===== src/hw/emem_config.svh =====
`ifndef EMEM_CONFIG_SVH
`define EMEM_CONFIG_SVH

// Index width of the 64-bit storage array, 64K double words
`define EMEM_MAW 16

// Mesh packet width in bits
`define EMEM_PW 104

// Built-in wait generator
// 0 leaves back-pressure to wait_in alone
`define EMEM_THROTTLE 0

// Throttle opens for one cycle in every 2**EMEM_THROTTLE_LOG
`define EMEM_THROTTLE_LOG 6

`endif


===== src/hw/emem_pkg.sv =====
`include "emem_config.svh"

package emem_pkg;

   // Mesh field widths
   typedef logic [31:0] emem_addr_t;
   typedef logic [31:0] emem_data_t;
   typedef logic [4:0]  emem_ctrl_t;
   typedef logic [1:0]  emem_mode_t;

   // Storage side widths
   typedef logic [63:0]             emem_dword_t;
   typedef logic [7:0]              emem_wen_t;
   typedef logic [`EMEM_MAW-1:0]    emem_index_t;

   // Data mode codes
   localparam emem_mode_t DM_BYTE   = 2'd0;
   localparam emem_mode_t DM_SHORT  = 2'd1;
   localparam emem_mode_t DM_WORD   = 2'd2;
   localparam emem_mode_t DM_DOUBLE = 2'd3;

   // Mesh transaction, most significant field first
   typedef struct packed {
      emem_addr_t srcaddr;
      emem_data_t data;
      emem_addr_t dstaddr;
      emem_ctrl_t ctrlmode;
      emem_mode_t datamode;
      logic       write;
   } emem_packet_t;

   // One access to the storage array
   typedef struct packed {
      logic        en;
      emem_wen_t   wen;
      emem_index_t index;
      emem_dword_t wdata;
   } emem_mem_req_t;

   // What the reply path needs to remember about a read
   typedef struct packed {
      logic       valid;
      emem_mode_t datamode;
      emem_ctrl_t ctrlmode;
      logic [2:0] lane;
      emem_addr_t reply_addr;
   } emem_rd_ctx_t;

endpackage


===== src/hw/emem_result.sv =====
`timescale 1ns/100ps

module emem_result
(
   input  logic                   clk,
   input  logic                   nreset,
   input  emem_pkg::emem_rd_ctx_t rd_ctx,
   input  emem_pkg::emem_dword_t  rdata,
   output logic                   access_out,
   output emem_pkg::emem_packet_t packet_out
);

   emem_pkg::emem_rd_ctx_t ctx_q;
   emem_pkg::emem_data_t   field;

   // Context of the request accepted last cycle
   always_ff @(posedge clk or negedge nreset)
   begin
      if (!nreset)
         ctx_q <= '0;
      else
         ctx_q <= rd_ctx;
   end

   // Reply strobe follows an accepted read by one cycle
   assign access_out = ctx_q.valid;

   // Pull the addressed field down to bit 0
   always_comb
   begin
      case (ctx_q.datamode)
         emem_pkg::DM_BYTE:
            field = {24'b0, rdata[8*ctx_q.lane +: 8]};
         emem_pkg::DM_SHORT:
            field = {16'b0, rdata[16*ctx_q.lane[2:1] +: 16]};
         emem_pkg::DM_WORD:
            field = ctx_q.lane[2] ? rdata[63:32] : rdata[31:0];
         default:
            field = rdata[31:0];
      endcase
   end

   // Reply goes back to the requester as a write
   always_comb
   begin
      packet_out.write    = 1'b1;
      packet_out.datamode = ctx_q.datamode;
      packet_out.ctrlmode = ctx_q.ctrlmode;
      packet_out.dstaddr  = ctx_q.reply_addr;
      packet_out.data     = field;
      // Upper word of a double rides in srcaddr
      if (ctx_q.datamode == emem_pkg::DM_DOUBLE)
         packet_out.srcaddr = rdata[63:32];
      else
         packet_out.srcaddr = '0;
   end

   // Reply must be a write built from a known row
   a_reply_shape: assert property (
      @(posedge clk) disable iff (!nreset)
      access_out |->
         packet_out.write && !$isunknown(packet_out)
   ) else $error("reply packet is not a known write");

endmodule


===== config.mk =====
export PLATFORM = sky130hd
export DESIGN_NAME = emem_result
export DESIGN_NICKNAME = d
export VERILOG_FILES = /design/src/hw/emem_pkg.sv /design/src/hw/emem_result.sv
export VERILOG_INCLUDE_DIRS = /design/src /design/src/hw
export SDC_FILE = /design/constraint.sdc
export NUM_CORES = 1
export LEC_CHECK = 0
export BUFFER_PORTS_ARGS = -buffer_cell sky130_fd_sc_hd__buf_2
export CAP_MARGIN = 20
export CORE_ASPECT_RATIO = 1.75
export CORE_MARGIN = 2
export CORE_UTILIZATION = 41
export DETAILED_ROUTE_END_ITERATION = 10
export GPL_TIMING_DRIVEN = 0
export PLACE_DENSITY = 0.93
export REMOVE_ABC_BUFFERS = 1
export SLEW_MARGIN = 0
export SYNTH_ARGS = -nofsm -noshare
export SYNTH_HDL_FRONTEND = slang
export SYNTH_SLANG_ARGS = --single-unit

===== constraint.sdc =====
create_clock -name clk -period 2.1 [get_ports clk]
set_input_delay 0.315 -clock clk [delete_from_list [all_inputs] [get_ports clk]]
set_output_delay 0.315 -clock clk [all_outputs]
set_load 0.03 [all_outputs]

**Yosys cells after proc, flatten, opt, wreduce, memory -nomap -nowiden**

Index checks and enable logic that the tools add are counted.

- Reduce and logical (&&, ||, !) cells: 1
- Equal/unequal tests: 3
- Muxes and demuxes: 3
- Shift-type cells: 2

Operators with widths:

| kind | count |
|---|---|
| one-hot mux 32 bit (3 select lines) | 1 |
| 2-to-1 mux 32 bit | 2 |
| indexed part select 64 x 7 -> 16 bit | 1 |
| indexed part select 64 x 7 -> 8 bit | 1 |
| equality test 2 bit (second input constant) | 2 |
| equality test 2 x 1 -> 1 bit (second input constant) | 1 |
| zero test 2 bit | 1 |

- Register bits: 43
- Output and inout bits: 105
- Bits of input ports: 109
- Word-level logic and storage cells: 14

**Depth between registers and ports, before layout**

- Word-level depth: 2
- Mapped depth: 7
- Mapped depth without buffers: 4

**Worst setup path before layout**

OpenSTA, ideal clock, no wires.

- Kind: reg2out
- Start point: reg ctx_q[34] in the netlist's numbering
- End point: out packet_out[56] in the netlist's numbering
- Cell stages (with the launch flop): 7
- Setup slack: 0.018 ns
- Buffers on the path: 3
- Arrival time: 1.767 ns
- Data required time: 1.785 ns
- Cells stage by stage: dfrtp_1 -> buf_6 -> buf_2 -> nand2_1 -> buf_2 -> nand2_1 -> a21boi_0

RTL lines:

| item | RTL line | source |
|---|---|---|
| from (decl) | emem_result.sv:13 | `emem_pkg::emem_rd_ctx_t ctx_q;` |
| from (signal assigned) | emem_result.sv:22 | `ctx_q <= rd_ctx;` |
| to (decl) | emem_result.sv:10 | `output emem_pkg::emem_packet_t packet_out` |

==> metrics.txt <==
Synth Instances 302; Top Ports 214; Netlist cell types 34; max-cap viol count 0; PD cells 606 nW/um2; Seq/Total Area, Yosys 0.368; die area 7850 um2; Final period util 1.05; Post-DP HPWL 7.30 mm; most common cell after layout, fill and taps aside buf_2; clock sinks 43; worst slew pin tran 0.894 ns; 1st-pass router iterations 4; DRC viols 0; endpoints failing hold 0; Hold Crit Class in -> reg; Fin Setup TNS -0.799 ns; first-pass GRT wire length 14.8 mm; initial antenna violation count 2; fraction of layout cells with a size suffix above 1 0.613; clk root buf clkbuf_16; crit path launch type flip-flop; worst relative slew slack 0.404; largest net degree at the start of global routing 44; final core utilization 0.652; WHS Path Cells 1; Core Rows 40; outcome finished with violations; DR vias 3148; CTS tree done; Syn Area/Cell 9.68 um2; Final nets 604; commonest cells after routing, fill and taps aside buf_2 (190), nand2_1 (42), dfrtp_1 (39); RSZ-0062 raised after global routing yes; gr ovfl total 0; drt initial violations 188; placed insts 538; placed cell area 3720 um2; depth of the CTS H-tree 2; Ys Warns 0; GP Congestion 0.839; CP required 1.78 ns; TritonCTS Buffers 5; clk slew on worst S/H paths 0.06 ns; antenna-violating nets left 0; Cell Count, Final, Fillers Out 581; min Tclk post-route 2.21 ns; clock buffer depth 2; worst hold path startpoint rd_ctx[25]; Max Slew Vio Count 0; failing checks setup timing; Max Fclk 452 MHz; post-layout instance area 4500 um2; synthesized area 2920 um2; Port Buffers 212; P_leak 2.41 nW; peak supply drop 0.702 mV; Layout area overhead 54.0%; CP max FO 6; number of global-route vias before repair 3048; synthesized flop and latch total 43; CP arrival 1.90 ns; Crit. End Element output pin; Setup-failing EPs final 16; Worst Hold Path EP packet_out[33]; Final Worst Setup Slack -0.112 ns; kind of critical path reg -> out; core area 6910 um2; Die Width 67.8 um; Die Ht 116 um; Fin Hold WS 0.138 ns; gr usage total 0.257; wire per inst 18.3 um; via/cell ratio 5.42; final WL 10.7 mm; Initial Util 0.423
==> cells by family after synthesis <==
| logic type | synth area share |
|---|---|
| buffers and inverters | 0.155 |
| AND/OR/NAND/NOR | 0.173 |
| flip-flops | 0.368 |
| other | 0.00128 |
| multiplexers | 0.162 |
| AO/OA/AOI/OAI | 0.141 |
==> area by class of cell <==
cell class / count / area (um2)
antenna: 1 / 2.50
clock buffer: 6 / 139
clock inverter: 2 / 35.0
fill: 547 / 2400
inverter: 4 / 22.5
multi-input combinational: 192 / 1520
sequential: 43 / 1090
tap: 84 / 105
timing repair buffer: 248 / 1590
timing repair inverter: 1 / 5.00
==> worst max path at each step <==
stage,from,to,depth (start not counted)
after floorplan,ctx_q[34],packet_out[56],3
after global placement,ctx_q[34],packet_out[53],4
after detailed placement,ctx_q[33],packet_out[53],5
after CTS,ctx_q[34],packet_out[40],5
after global routing,ctx_q[34],packet_out[46],5
final,ctx_q[34],packet_out[48],4
==> where the power goes <==
group          internal [mW]  leakage [nW]  total [mW]  switching [mW]
registers              0.873         0.497       0.898          0.0253
clock network          0.590        0.0869       0.877           0.287
logic                  0.400          1.82       0.954           0.554
total                   1.86          2.41        2.73           0.867
==> flip-flops by register name, indices dropped and copies added, names as in the netlist <==
signal / count
packet_out: 39
ctx_q: 3
access_out: 1
==> through the flow <==
step | total power, mW | setup WS, ns
2_1_floorplan | 1.37 | -0.764
3_3_place_gp | 1.67 | -1.33
3_5_place_dp | 1.70 | -0.527
4_1_cts | 2.68 | -0.126
5_1_grt | 2.84 | -0.169
6_report | 2.73 | -0.112
==> worst max-delay path, cell delays in order, from the launching register on <==
cell and delay (ns):
dfrtp_4 0.49, buf_16 0.15, mux4_2 0.52, a221o_1 0.32, buf_6 0.14
==> layer usage <==
| layer | up-vias | track usage | routed length [um] |
|---|---|---|---|
| met3 | 32 | 0.0835 | 1100 |
| li1 | 1415 | - | - |
| met2 | 235 | 0.490 | 5560 |
| met5 | - | 0 | 12 |
| met4 | 2 | 0.0867 | 325 |
| met1 | 1464 | 0.247 | 3660 |
==> synth_stat cells (all sizes together) <==
library cell,n,area share
a211o,1,0.0030
a21boi,15,0.039
a21o,1,0.0026
a21oi,9,0.017
a221o,6,0.021
a22oi,6,0.015
a31oi,6,0.013
and2,2,0.0043
and3,32,0.068
buf,53,0.14
clkbuf,10,0.013
conb,1,0.0013
dfrtp,43,0.37
inv,4,0.0051
mux2,11,0.042
mux2i,6,0.021
mux4,12,0.099
nand2,47,0.061
nand2b,2,0.0043
nand3,4,0.0068
nor2,9,0.012
nor2b,5,0.011
nor3,1,0.0017
nor3b,1,0.0043
o211a,1,0.0034
o211ai,3,0.0077
o21ai,10,0.017
o22a,1,0.0030
==> what timing repair did <==
action                                  CTS  global route
gates resized for setup                  43            45
buffers inserted                         20            11
pin swaps                                 8             7
gates cloned                              2             2
hold buffers                              0             0
endpoints found under the setup margin   34            29
No activity file was read; power rests on OpenSTA's default activity.
