## config.mk

```make
export PLATFORM = sky130hd
export DESIGN_NAME = emem_decode
export DESIGN_NICKNAME = d
export VERILOG_FILES = /design/src/hw/emem_pkg.sv /design/src/hw/emem_decode.sv
export VERILOG_INCLUDE_DIRS = /design/src /design/src/hw
export SDC_FILE = /design/constraint.sdc
export NUM_CORES = 1
export LEC_CHECK = 0
export BUFFER_PORTS_ARGS = -buffer_cell sky130_fd_sc_hd__buf_2
export CAP_MARGIN = 20
export CORE_AREA = 3 3 93 95
export DETAILED_ROUTE_END_ITERATION = 7
export DIE_AREA = 0 0 96 98
export GPL_TIMING_DRIVEN = 0
export PLACE_DENSITY_LB_ADDON = 0.2
export SLEW_MARGIN = 5
export SYNTH_ARGS = -nofsm -noshare
export SYNTH_HDL_FRONTEND = slang
export SYNTH_SLANG_ARGS = --single-unit
```

## constraint.sdc

```tcl
create_clock -name vclk -period 0.8
set_input_delay 0 -clock vclk [all_inputs]
set_output_delay 0 -clock vclk [all_outputs]
set_load 0.1 [all_outputs]
```

## src/hw/emem_config.svh

```systemverilog
`ifndef EMEM_CONFIG_SVH
`define EMEM_CONFIG_SVH

// Index width of the 64-bit storage array, 64K double words
`define EMEM_MAW 16

// Mesh packet width in bits
`define EMEM_PW 104

// Built-in wait generator
// 0 leaves back-pressure to wait_in alone
`define EMEM_THROTTLE 0

// Throttle opens for one cycle in every 2**EMEM_THROTTLE_LOG
`define EMEM_THROTTLE_LOG 6

`endif

```

## src/hw/emem_pkg.sv

```systemverilog
`include "emem_config.svh"

package emem_pkg;

   // Mesh field widths
   typedef logic [31:0] emem_addr_t;
   typedef logic [31:0] emem_data_t;
   typedef logic [4:0]  emem_ctrl_t;
   typedef logic [1:0]  emem_mode_t;

   // Storage side widths
   typedef logic [63:0]             emem_dword_t;
   typedef logic [7:0]              emem_wen_t;
   typedef logic [`EMEM_MAW-1:0]    emem_index_t;

   // Data mode codes
   localparam emem_mode_t DM_BYTE   = 2'd0;
   localparam emem_mode_t DM_SHORT  = 2'd1;
   localparam emem_mode_t DM_WORD   = 2'd2;
   localparam emem_mode_t DM_DOUBLE = 2'd3;

   // Mesh transaction, most significant field first
   typedef struct packed {
      emem_addr_t srcaddr;
      emem_data_t data;
      emem_addr_t dstaddr;
      emem_ctrl_t ctrlmode;
      emem_mode_t datamode;
      logic       write;
   } emem_packet_t;

   // One access to the storage array
   typedef struct packed {
      logic        en;
      emem_wen_t   wen;
      emem_index_t index;
      emem_dword_t wdata;
   } emem_mem_req_t;

   // What the reply path needs to remember about a read
   typedef struct packed {
      logic       valid;
      emem_mode_t datamode;
      emem_ctrl_t ctrlmode;
      logic [2:0] lane;
      emem_addr_t reply_addr;
   } emem_rd_ctx_t;

endpackage

```

## src/hw/emem_decode.sv

```systemverilog
`timescale 1ns/100ps
`include "emem_config.svh"

module emem_decode
(
   input  logic                    clk,
   input  logic                    nreset,
   input  logic                    access_in,
   input  emem_pkg::emem_packet_t  packet_in,
   input  logic                    wait_in,
   output logic                    wait_out,
   output emem_pkg::emem_mem_req_t mem_req,
   output emem_pkg::emem_rd_ctx_t  rd_ctx
);

   logic                 wait_thr;
   logic                 accept;
   logic [2:0]           lane;
   emem_pkg::emem_data_t word;
   emem_pkg::emem_wen_t  lane_wen;
   emem_pkg::emem_wen_t  wen_low;

   // Optional throttle, open only when the counter wraps to zero
   generate
      if (`EMEM_THROTTLE != 0)
      begin : g_throttle
         logic [`EMEM_THROTTLE_LOG-1:0] thr_cnt;

         always_ff @(posedge clk or negedge nreset)
         begin
            if (!nreset)
               thr_cnt <= '0;
            else
               thr_cnt <= thr_cnt + 1'b1;
         end

         assign wait_thr = |thr_cnt;
      end
      else
      begin : g_no_throttle
         assign wait_thr = 1'b0;
      end
   endgenerate

   assign wait_out = wait_in | wait_thr;
   assign accept   = access_in & ~wait_out;
   assign lane     = packet_in.dstaddr[2:0];

   // Narrow writes are replicated so every lane sees its bytes
   always_comb
   begin
      case (packet_in.datamode)
         emem_pkg::DM_BYTE:  word = {4{packet_in.data[7:0]}};
         emem_pkg::DM_SHORT: word = {2{packet_in.data[15:0]}};
         default:            word = packet_in.data;
      endcase
   end

   // Byte lanes aligned to the access size
   always_comb
   begin
      case (packet_in.datamode)
         emem_pkg::DM_BYTE:  lane_wen = 8'h01 << lane;
         emem_pkg::DM_SHORT: lane_wen = 8'h03 << {lane[2:1], 1'b0};
         emem_pkg::DM_WORD:  lane_wen = 8'h0f << {lane[2], 2'b00};
         default:            lane_wen = 8'hff;
      endcase
   end

   assign mem_req.en    = accept;
   assign mem_req.wen   = (accept & packet_in.write) ? lane_wen : '0;
   assign mem_req.index = packet_in.dstaddr[`EMEM_MAW+2:3];
   // Double writes carry their upper word in srcaddr
   assign mem_req.wdata = (packet_in.datamode == emem_pkg::DM_DOUBLE) ?
                          {packet_in.srcaddr, word} : {word, word};

   assign rd_ctx.valid      = accept & ~packet_in.write;
   assign rd_ctx.datamode   = packet_in.datamode;
   assign rd_ctx.ctrlmode   = packet_in.ctrlmode;
   assign rd_ctx.lane       = lane;
   assign rd_ctx.reply_addr = packet_in.srcaddr;

   // Lowest set lane, used to test the enables for a single run
   assign wen_low = mem_req.wen & (~mem_req.wen + 8'd1);

   a_wen_shape: assert property (
      @(posedge clk) disable iff (!nreset)
      (mem_req.wen != '0) |->
         ($countones(mem_req.wen) inside {1, 2, 4, 8}) &&
         (((mem_req.wen + wen_low) & mem_req.wen) == '0)
   ) else $error("write enables are not a single aligned run");

endmodule

```

# Yosys cells after proc, flatten, opt, wreduce, memory -nomap -nowiden
# Cells that the tools add are included.
totals:
  ff_bits: 0
  inputBits: 108
  out_inout_bits: 133
  wordCells: 16
classes:
  eq_ne: 3
  shift: 3
  muxes: 4
  bitwise: 5
  reduce_logical: 1
ops:
  columns: ["cell", "n"]
  rows:
  - ["64-bit two-way mux", 1]
  - ["32-bit one-hot mux with 2 select lines", 1]
  - ["8-bit one-hot mux with 3 select lines", 1]
  - ["8-bit two-way mux", 1]
  - ["1-bit by 3-bit left shift with 8-bit output, first input constant", 1]
  - ["2-bit by 3-bit left shift with 8-bit output, first input constant", 1]
  - ["4-bit by 3-bit left shift with 8-bit output, first input constant", 1]
  - ["2-bit == test, second input constant", 2]
  - ["1-bit AND", 3]
  - ["2-bit by 1-bit == test with 1-bit output, second input constant", 1]
  - ["2-bit zero test", 1]
  - ["1-bit inverter", 2]

# Logic depth before layout (Yosys ltp)
depth:
  ltp_word: 4
  depth_mapped: 4

# Least setup slack after synthesis
# OpenSTA, ideal clock, no wires.
synth_timing:
  path_kind: "input-to-output"
  start: "input packet_in[1] (netlist bit)"
  end: "output mem_req[40] (netlist bit)"
  arrival_time_ns: 1.952
  setup_slack_ns: -1.152
  cell_stages: 4
  n_path_buf: 2
  cell_sequence: "buf_2 > buf_4 > mux2i_1 > a21oi_1"
synth_rtl:
  columns: ["item", "line", "rtl"]
  rows:
  - ["from (decl)", "emem_decode.sv:9", "input emem_pkg::emem_packet_t packet_in,"]
  - ["to (decl)", "emem_decode.sv:12", "output emem_pkg::emem_mem_req_t mem_req,"]

==> results.yml <==
drt:
  drtAntennaViolNets: 0
  drt-wirelength-per-cell_um: 15.7
  drt-initial-drc-count: 33
  dr.pass1.iters: 3
  vias: 2275
  wirelength_um: 8560
  viasPerCell: 4.18
  drc: 0
pwr:
  powerDensity_mw_per_mm2: 1330
  vdd_drop_max_v: 0.000901
  total_leakage_power_uw: 0.00245
grt:
  antenna_found_initial: 0
  grt_max_degree: 12
  grt_pass1_vias: 2369
  overflow: 0
  grt_pass1_wl_um: 12500
  grt_usage_pct: 16.8
sta:
  fin_setup_tns_ps: -8800
  drv_slew: 0
  fmax_ghz: 0.975
  min_period_over_period_pct: 128
  maxSlewHeadroom_pct: 66.9
  finalHoldViolCount: 0
  tightest_slew_ps: 500
  setup_ws_ps: -226
  rsz0062_at_grt: "yes"
  setup_viol: 62
  period_needed_ps: 1030
floorplanning:
  die_w_um: 96
  ioPinCount: 241
  die_y_um: 98
  dieArea_mm2: 0.00941
  rows: 32
  start_util_pct: 19.9
  core-area_mm2: 0.00781
critical_path:
  critPathArrivalTime_ps: 1030
  path_cells: "buf_12 > buf_12 > mux2_4 > mux2_4 > buf_12"
  critical_path_class: "input port to primary output"
  worst_path_max_delay_cell: "mux2_4"
  cp.required_ps: 800
  critPathMaxStageDelay_ps: 310
  critical_path.max_fanout: 6
  endpoint_kind: "primary output"
  cp-start-kind: "input port"
  cpMostUsedCell: "buf_12"
layout:
  seq_cells: 0
  final_cell_mix: "buf_2, buf_4, buf_12"
  finalCoreUtilization_pct: 64.6
  nNetsFinal: 552
  num_antenna_cells: 0
  mostFrequentLayoutCell: "buf_2"
  fillCellCount: 626
  drive_gt1_share_pct: 95.5
  syn_to_final_growth_pct: 225
  regArea_um2: 0
  num-clock-buffers: 0
  finish.instance_area_mm2: 0.00505
outcome:
  failed_checks: "setup timing"
  outcome: "finished, violations left"
job:
  drv_cap: 0
synthesis:
  ys_seq_area_share_pct: 0
  synth_cells: 202
  synth_area_mm2: 0.00155
  ys_types: 21
  syn-num-nets: 310
  ys_warn_count: 0
  syn_area_per_cell_um2: 7.68
place:
  hpwl_um: 6150
  dpl_cell_area_mm2: 0.00328
  place.gp.congestion: 0.787
  port_buffers: 204
clock_tree:
  ctsHoldBuffers: 0
hold_path:
  hp-class: "input port to primary output"
## kinds of logic after synthesis
kind of cell / Yosys count / share of synthesized area [%]
buffers and inverters: 87 / 40.1
AOI/OAI and AO/OA: 40 / 14.4
and+or+nand+nor: 27 / 10.1
muxes: 48 / 35.5
## path summary, 6_finish.rpt
kind / start / endpoint / slack (ps) / depth (start not counted)
setup / recovery: packet_in[2] / mem_req[48] / -230 / 5
hold / removal: packet_in[0] / rd_ctx[42] / 370 / 3
## cell type report
cell class | instances | area [µm²] | area share [%]
repair buffers | 240 | 2500 | 49.6
multi-input cells | 115 | 1640 | 32.5
plain buffers | 78 | 741 | 14.7
well taps | 102 | 128 | 2.53
inverters | 9 | 33.8 | 0.669
## timing repair
item | CTS | global route
pin swaps | 24 | 14
setup buffers | 13 | 16
gates cloned | 6 | 1
gates resized for setup | 291 | 39
endpoints found under the hold margin | 0 | 0
setup endpoints to repair | 66 | 53
## power by group
part	leakage (µW)	switching, µW	internal (µW)	total, µW
Sequential	0	0	0	0
Combinational	0.00245	4400	2300	6710
Clock	0	0	0	0
Total	0.00245	4400	2300	6710
## routing by layer
layer,up-vias,track usage (%),share of wire [%]
li1,1102,-,-
met1,1064,20.1,35
met2,105,33.5,58
met3,4,0.770,5.8
met4,0,0.985,0.71
met5,-,0,0
## synthesized netlist by cell type, drive strengths merged
master  instances  area, µm²
a211oi          8       60.1
a21o            1       7.51
a21oi          28        140
and3b           1       8.76
buf            78        588
inv             9       33.8
mux2           32        390
mux2i          16        160
nand2           2       15.0
nand2b          1       6.26
nor2           10       45.0
nor2b          12       75.1
o21ai           3       15.0
or2             1       6.26
## critical path: cells and delay by family
kind,cells,cell delay [ps]
multiplexers,2,590
buffers and inverters,3,440
## metrics by stage
step | setup WS, ps | power, µW | std cells | hold WS [ps]
final | -226 | 6710 | 544 | 367
after global routing | -260 | 6900 | 544 | 378
after floorplan | -204 | 4460 | 202 | 101
after CTS | -236 | 6500 | 527 | 368
after detailed placement | -563 | 5210 | 508 | 385
after global placement | -585 | 5190 | 508 | 385
(Power assumes the default switching activity.)
